<file path="src/verilog/corr_pkg.sv">
// shared constants and beat types for the bit correlator, referenced by scoped name
package corr_pkg;

  ////////////////////////////////////////
  // sizes
  ////////////////////////////////////////

  // parallel sample channels per beat
  localparam int NUM_LANES = 4;

  // input sample width
  localparam int SAMP_W = 16;

  // partial sum and result width
  // 16 bits plus 3 bits of growth for 7 taps, plus margin
  localparam int ACC_W = 20;

  // number of taps in the pattern
  localparam int CORR_LEN = 7;

  ////////////////////////////////////////
  // coefficient pattern
  ////////////////////////////////////////

  // bit k set means tap k adds the sample, clear means it subtracts
  localparam logic [CORR_LEN-1:0] CORR_TAPS = 7'b0110110;

  ////////////////////////////////////////
  // sample and sum types
  ////////////////////////////////////////

  typedef logic signed [SAMP_W-1:0] samp_t;

  typedef logic signed [ACC_W-1:0] acc_t;

  ////////////////////////////////////////
  // stream beats
  ////////////////////////////////////////

  // one sample per lane, lane 0 in the low bits
  typedef struct packed {
    samp_t [NUM_LANES-1:0] samp;
  } in_beat_t;

  // one result per lane, lane 0 in the low bits
  typedef struct packed {
    acc_t [NUM_LANES-1:0] result;
  } out_beat_t;

endpackage

</file>
<file path="src/verilog/bit_corr_top.sv">
// top level of the four-lane streaming bit correlator with valid/ready input and output
`timescale 1ns/1ps

module bit_corr_top (
  input  logic                clk,
  input  logic                arst_n,

  // input stream, one sample per lane
  input  logic                s_valid,
  output logic                s_ready,
  input  corr_pkg::in_beat_t  s_data,

  // output stream, one result per lane
  output logic                m_valid,
  input  logic                m_ready,
  output corr_pkg::out_beat_t m_data
);

  ////////////////////////////////////////
  // internal wires
  ////////////////////////////////////////

  logic                step;
  logic                merge_free;
  corr_pkg::acc_t      lane_samp [corr_pkg::NUM_LANES];
  corr_pkg::out_beat_t lane_results;

  // input stage
  corr_frame_splitter u_splitter (
    .clk        (clk),
    .arst_n     (arst_n),
    .s_valid    (s_valid),
    .s_ready    (s_ready),
    .s_data     (s_data),
    .merge_free (merge_free),
    .step       (step),
    .lane_samp  (lane_samp)
  );

  ////////////////////////////////////////
  // lanes
  ////////////////////////////////////////

  genvar i;
  generate
    for (i = 0; i < corr_pkg::NUM_LANES; i = i + 1) begin : lane_gen
      corr_lane u_lane (
        .clk    (clk),
        .arst_n (arst_n),
        .step   (step),
        .samp   (lane_samp[i]),
        .result (lane_results.result[i])
      );
    end
  endgenerate

  // output stage
  corr_result_merger u_merger (
    .clk          (clk),
    .arst_n       (arst_n),
    .step         (step),
    .lane_results (lane_results),
    .merge_free   (merge_free),
    .m_valid      (m_valid),
    .m_ready      (m_ready),
    .m_data       (m_data)
  );

endmodule

</file>
<file path="src/verilog/corr_frame_splitter.sv">
// input stage of the correlator: takes one beat, sign-extends each lane and drives the lane step
`timescale 1ns/1ps

module corr_frame_splitter (
  input  logic                clk,
  input  logic                arst_n,

  // input stream
  input  logic                s_valid,
  output logic                s_ready,
  input  corr_pkg::in_beat_t  s_data,

  // from the merger
  input  logic                merge_free,

  // to the lanes
  output logic                step,
  output corr_pkg::acc_t      lane_samp [corr_pkg::NUM_LANES]
);

  ////////////////////////////////////////
  // stage register
  ////////////////////////////////////////

  corr_pkg::in_beat_t stage_q;
  logic               full_q;
  logic               take;

  // stage moves on whenever it holds a beat and the output side has room
  assign step = full_q & merge_free;

  // empty stage, or one that drains this cycle, can take a new beat
  assign s_ready = ~full_q | step;

  assign take = s_valid & s_ready;

  always_ff @(posedge clk or negedge arst_n) begin
    if (!arst_n) begin
      full_q <= 1'b0;
    end else if (take) begin
      full_q <= 1'b1;
    end else if (step) begin
      full_q <= 1'b0;
    end
  end

  // payload only, qualified by full_q
  always_ff @(posedge clk) begin
    if (take) begin
      stage_q <= s_data;
    end
  end

  ////////////////////////////////////////
  // sign extension per lane
  ////////////////////////////////////////

  genvar i;
  generate
    for (i = 0; i < corr_pkg::NUM_LANES; i = i + 1) begin : ext_gen
      assign lane_samp[i] = {
        {(corr_pkg::ACC_W - corr_pkg::SAMP_W){stage_q.samp[i][corr_pkg::SAMP_W-1]}},
        stage_q.samp[i]
      };
    end
  endgenerate

  ////////////////////////////////////////
  // checks
  ////////////////////////////////////////

  // lanes must never advance on a stale or missing beat
  step_needs_beat: assert property (
    @(posedge clk) disable iff (!arst_n)
    (step && !take) |=> !step
  );

  // a stalled stage keeps its beat until the lanes consume it
  stage_holds: assert property (
    @(posedge clk) disable iff (!arst_n)
    (full_q && !step) |=> (full_q && $stable(stage_q))
  );

endmodule

</file>
<file path="src/verilog/corr_lane.sv">
// one correlator lane: transposed adder chain with fixed +1/-1 taps, advanced on each step
`timescale 1ns/1ps

module corr_lane (
  input  logic           clk,
  input  logic           arst_n,

  // advance strobe shared by all lanes
  input  logic           step,

  // sign-extended sample for this beat
  input  corr_pkg::acc_t samp,

  // correlation for the current sample
  output corr_pkg::acc_t result
);

  ////////////////////////////////////////
  // adder chain
  ////////////////////////////////////////

  corr_pkg::acc_t psum_q  [corr_pkg::CORR_LEN-1];
  corr_pkg::acc_t tap_in  [corr_pkg::CORR_LEN];
  corr_pkg::acc_t tap_out [corr_pkg::CORR_LEN];

  genvar k;
  generate
    for (k = 0; k < corr_pkg::CORR_LEN; k = k + 1) begin : tap_gen

      // tap 0 starts the chain from zero
      if (k == 0) begin : first
        assign tap_in[k] = '0;
      end else begin : rest
        assign tap_in[k] = psum_q[k-1];
      end

      // pattern bit picks add or subtract
      assign tap_out[k] = corr_pkg::CORR_TAPS[k] ? tap_in[k] + samp
                                                 : tap_in[k] - samp;

      // last tap goes straight to the merger
      if (k < corr_pkg::CORR_LEN - 1) begin : store
        always_ff @(posedge clk or negedge arst_n) begin
          if (!arst_n) begin
            psum_q[k] <= '0;
          end else if (step) begin
            psum_q[k] <= tap_out[k];
          end
        end
      end

    end
  endgenerate

  // last tap already sums all seven products for this sample
  assign result = tap_out[corr_pkg::CORR_LEN-1];

endmodule

</file>
<file path="src/verilog/corr_result_merger.sv">
// output stage of the correlator: registers the packed lane results and holds them under back-pressure
`timescale 1ns/1ps

module corr_result_merger (
  input  logic                clk,
  input  logic                arst_n,

  // from the splitter and lanes
  input  logic                step,
  input  corr_pkg::out_beat_t lane_results,

  // back to the splitter
  output logic                merge_free,

  // output stream
  output logic                m_valid,
  input  logic                m_ready,
  output corr_pkg::out_beat_t m_data
);

  ////////////////////////////////////////
  // output register
  ////////////////////////////////////////

  logic                m_valid_q;
  corr_pkg::out_beat_t m_data_q;

  // room for a new beat if empty or draining now
  assign merge_free = ~m_valid_q | m_ready;

  always_ff @(posedge clk or negedge arst_n) begin
    if (!arst_n) begin
      m_valid_q <= 1'b0;
    end else if (step) begin
      // new beat, covers the transfer-and-refill case too
      m_valid_q <= 1'b1;
    end else if (m_ready) begin
      m_valid_q <= 1'b0;
    end
  end

  always_ff @(posedge clk) begin
    if (step) begin
      m_data_q <= lane_results;
    end
  end

  assign m_valid = m_valid_q;
  assign m_data  = m_data_q;

  ////////////////////////////////////////
  // checks
  ////////////////////////////////////////

  // a stalled beat stays offered
  valid_held: assert property (
    @(posedge clk) disable iff (!arst_n)
    (m_valid && !m_ready) |=> m_valid
  );

  // and its payload does not move while stalled
  data_held: assert property (
    @(posedge clk) disable iff (!arst_n)
    (m_valid && !m_ready) |=> $stable(m_data)
  );

  // a stall upstream must also freeze the lanes
  no_step_when_full: assert property (
    @(posedge clk) disable iff (!arst_n)
    (m_valid && !m_ready) |-> !step
  );

endmodule
</file>
<file path="config.mk">
export PLATFORM = sky130hd
export DESIGN_NAME = bit_corr_top
export DESIGN_NICKNAME = d
export VERILOG_FILES = /design/src/verilog/corr_pkg.sv /design/src/verilog/bit_corr_top.sv /design/src/verilog/corr_frame_splitter.sv /design/src/verilog/corr_lane.sv /design/src/verilog/corr_result_merger.sv
export SDC_FILE = /design/constraint.sdc
export NUM_CORES = 2
export LEC_CHECK = 0
export BUFFER_PORTS_ARGS = -buffer_cell sky130_fd_sc_hd__buf_2
export CAP_MARGIN = 20
export CORE_MARGIN = 4
export CORE_UTILIZATION = 58
export CTS_CLUSTER_SIZE = 14
export DETAILED_ROUTE_END_ITERATION = 10
export GPL_TIMING_DRIVEN = 0
export PLACE_DENSITY = 0.78
export SLEW_MARGIN = 20
export SYNTH_ARGS = -nofsm -noshare
export SYNTH_HDL_FRONTEND = slang
export SYNTH_HIERARCHICAL = 1
export SYNTH_SLANG_ARGS = --single-unit
export TNS_END_PERCENT = 50
</file>
<file path="constraint.sdc">
create_clock -name clk -period 3.63 [get_ports clk]
set_input_delay 0.726 -clock clk [delete_from_list [all_inputs] [get_ports clk]]
set_output_delay 0.726 -clock clk [all_outputs]
set_load 0.05 [all_outputs]
</file>
==> metrics.cfg <==
[layout]
area_growth_pct = 10.4
final_core_utilization = 0.645
multi_input_area_mm2 = 0.0293
mostFrequentLayoutCells = 482 x dfrtp_1, 460 x ha_1, 404 x a21oi_1, 345 x nand2_1, 332 x nor2_1
seq_area_mm2 = 0.0164
fin_nets = 5894
drive_above_1_share = 0.136
mostFrequentLayoutCell = dfrtp_1
num-fill-cells = 6870

[synthesis]
synth_top_area_share = 0.252
yosysTopAreaCell = dfrtp_1
synth_mux_area_frac = 0.0607
synthSimpleGateAreaFrac = 0.140
synth_compound_area_frac = 0.219
synth.avg_cell_area_um2 = 9.39
synthArstFlopShare = 0.770
synth_edf_count = 144
ys_ff_latch = 626
syn_nets = 5658
synth_top_family_by_area = compound AO/OA/AOI/OAI gates
synthXorXnorAreaFrac = 0.0628
synth_flop_cell = dfrtp_1
synthAdderAreaFrac = 0.130
synth_area_leaders = dfrtp_1 25%, ha_1 12%, edfxtp_1 9.0%, mux2_2 5.7%, xnor2_1 4.6%
yosys_warnings = 6
synth_cell_types = 117
syn-cell-area_mm2 = 0.0479
syn_inst = 5106
ys_seq_area_frac = 0.342

[floorplanning]
die-area_mm2 = 0.0873
initial_utilization = 0.585
ioPinCount = 150
rows = 105
die_h_um = 296
die_w_um = 296
coreArea_mm2 = 0.0820

[sta]
setup_viol = 0
setup_ws_ns = 0.135
period_minus_slack_ns = 3.50
max_slew_margin = 0.322
rsz0062_at_grt = no
hold_violations = 0
worst_slew_pin_slew_ns = 1.02
skew_ns = 0.0178
fmax_mhz = 286
drv_slew = 0
period_share = 0.963

[global_routing]
globalRouteOverflowTotal = 0
grt_start_max_net_pins = 94
grt_pass1_wl_um = 213000
grt_util_all_layers = 0.304
grt_pass1_vias = 39600
grt_antenna_before_repair = 3

[critical_path]
endpoint_kind = flip-flop
worstReg2RegEnd = lane_gen[1].u_lane/psum_q[14]
reg2reg_from = u_merger/m_valid
crit_top_cell = clkbuf_1
rrSetupSlack_ns = 0.13
slowest_delay_ns = 0.71
cpMaxStageDelayCell = clkbuf_1
cp-start-kind = flip-flop
worst-path-buf-inv = 5
crit_family = buffers and inverters
cp.arrival_ns = 4.01
path_max_fanout = 37
path_class = reg -> reg
worstPathRequired_ns = 4.15
reg2reg_depth = 9
path_cells = nand2b_4 -> and2_4 -> buf_16 -> inv_1 -> clkbuf_1 -> buf_1 -> clkbuf_1 -> nand2_1 -> o31ai_1

[pwr]
p_sw_mw = 21.7
switching_share = 0.438
p_leak_nw = 22.9
power.density_mw_per_mm2 = 938
p_clk_frac = 0.163
irDropWorstVdd_mv = 0.569
sequentialPowerShare = 0.251
comb_power_share = 0.587
power.internal_mw = 27.9

[place]
gp_congestion = 0.976
port_buffers = 149
hpwl_um = 99700
pre_cts_slack_ns = -0.626

[cts]
worst_skew_pair.late_latency_ns = 0.63
cts_buffers = 75
cts_buffer_depth = 3
clkTransAtPathRegs_ns = 0.06
cts_tree = built
cts.sinks = 626
cts_root_buf = clkbuf_16
htree_levels = 3

[drt]
drt_pre_antenna_iters = 6
drtAntennaViolNets = 0
routed_via_density = 6.34
drt_iter0_drc = 3684
wl_per_cell_um = 20.7
wirelength_um = 134000
routed-via-count = 41000
drc_errors = 0

[job]
cap_violations = 0

[worst_hold_path]
hold_class = in -> async

[run_status]
status = finished, final reports clean

==> through the flow <==
step                      instances  instance area, um2  power [mW]  TNS [ns]  hold slack, ns
after floorplan                5106               47900        34.7         0           0.430
after global placement         6325               50000        40.2  -4616.92           0.466
after detailed placement       6332               50200        41.0    -24.66           0.473
after CTS                      6472               52800        49.4         0          0.0878
after global routing           6476               52900        53.4         0           0.115
final                          6476               52900        49.6         0          0.0497
==> area by class of cell <==
| cell class | count | share of cell area |
|---|---|---|
| Multi-Input combinational cell | 3987 | 0.555 |
| Sequential cell | 626 | 0.310 |
| Clock buffer | 101 | 0.0400 |
| Tap cell | 1070 | 0.0253 |
| Buffer | 253 | 0.0253 |
| Timing Repair Buffer | 160 | 0.0187 |
| Inverter | 239 | 0.0170 |
| Clock inverter | 39 | 0.00922 |
| Antenna cell | 1 | 0.0000473 |
==> registers in the layout, summed over array words and instances (netlist names) <==
name and flops:
lane_gen.u_lane/psum_q 480, u_merger/m_data 80, u_splitter/lane_samp 64, u_merger/m_valid 1, u_splitter/full_q 1
==> layer usage <==
layer	up-vias	wire length, um	track usage	part of all wire
li1	19500	-	-	-
met1	19600	58300	0.420	0.43
met2	1616	59800	0.488	0.45
met3	328	10900	0.0470	0.081
met4	0	5130	0.111	0.038
met5	-	0	0	0
==> cells by family after synthesis <==
kind of cell / after synthesis
buffers and inverters: 493
multiplexers: 260
adder cells (fa/ha/maj): 484
flip-flops: 626
AO/OA/AOI/OAI: 1554
XOR/XNOR: 344
AND/OR/NAND/NOR: 1345
==> power groups by stage <==
stage	clock, mW	combinational [mW]	sequential, mW
2_1_floorplan	0	21.2	13.5
3_3_place_gp	0	27.8	12.5
3_5_place_dp	0	28.4	12.6
4_1_cts	8.25	28.7	12.4
5_1_grt	8.54	32.1	12.8
6_report	8.07	29.1	12.4
==> worst max-delay path by stage <==
stage,startpoint,to,slack (ns),depth (start not counted)
final,u_merger/m_valid,lane_gen[1].u_lane/psum_q[14],0.13,9
after global routing,u_merger/m_valid,lane_gen[2].u_lane/psum_q[0],0.009,8
after CTS,u_merger/m_valid,lane_gen[2].u_lane/psum_q[93],0.004,9
after detailed placement,m_ready,lane_gen[1].u_lane/psum_q[87],-0.63,9
after global placement,arst_n,lane_gen[1].u_lane/psum_q[93],-8.48,1
after floorplan,m_ready,lane_gen[1].u_lane/psum_q[22],0.17,7
==> synth_stat cells (all sizes together), types with 12 or more instances <==
cell,instances
o2bb2ai,17
or3,41
buf,132
nor3,127
o31ai,49
a31oi,55
nor4,44
a211oi,102
o311ai,25
nand2b,42
o21a,88
nand4b,12
nand2,345
edfxtp,144
inv,239
xor2,93
nand4,69
nor2,332
o21ai,300
nor2b,58
xnor2,251
a221oi,16
dfrtp,482
a21boi,21
fa,24
a21oi,405
o21bai,49
and3,54
clkbuf,122
mux2,243
o211ai,65
ha,460
o31a,23
a31o,18
nand3,123
nand3b,16
a21o,156
mux2i,17
and2,21
a211o,29
o2111ai,22
and4,18
a2111oi,19
==> timing repair <==
item,in CTS,in global routing
setup endpoints to repair,10,54
resized for setup,1,15
hold buffers,0,0
buffers inserted,0,3
pin swaps,0,0
Note: power is estimated with default switching activity, not from simulation.
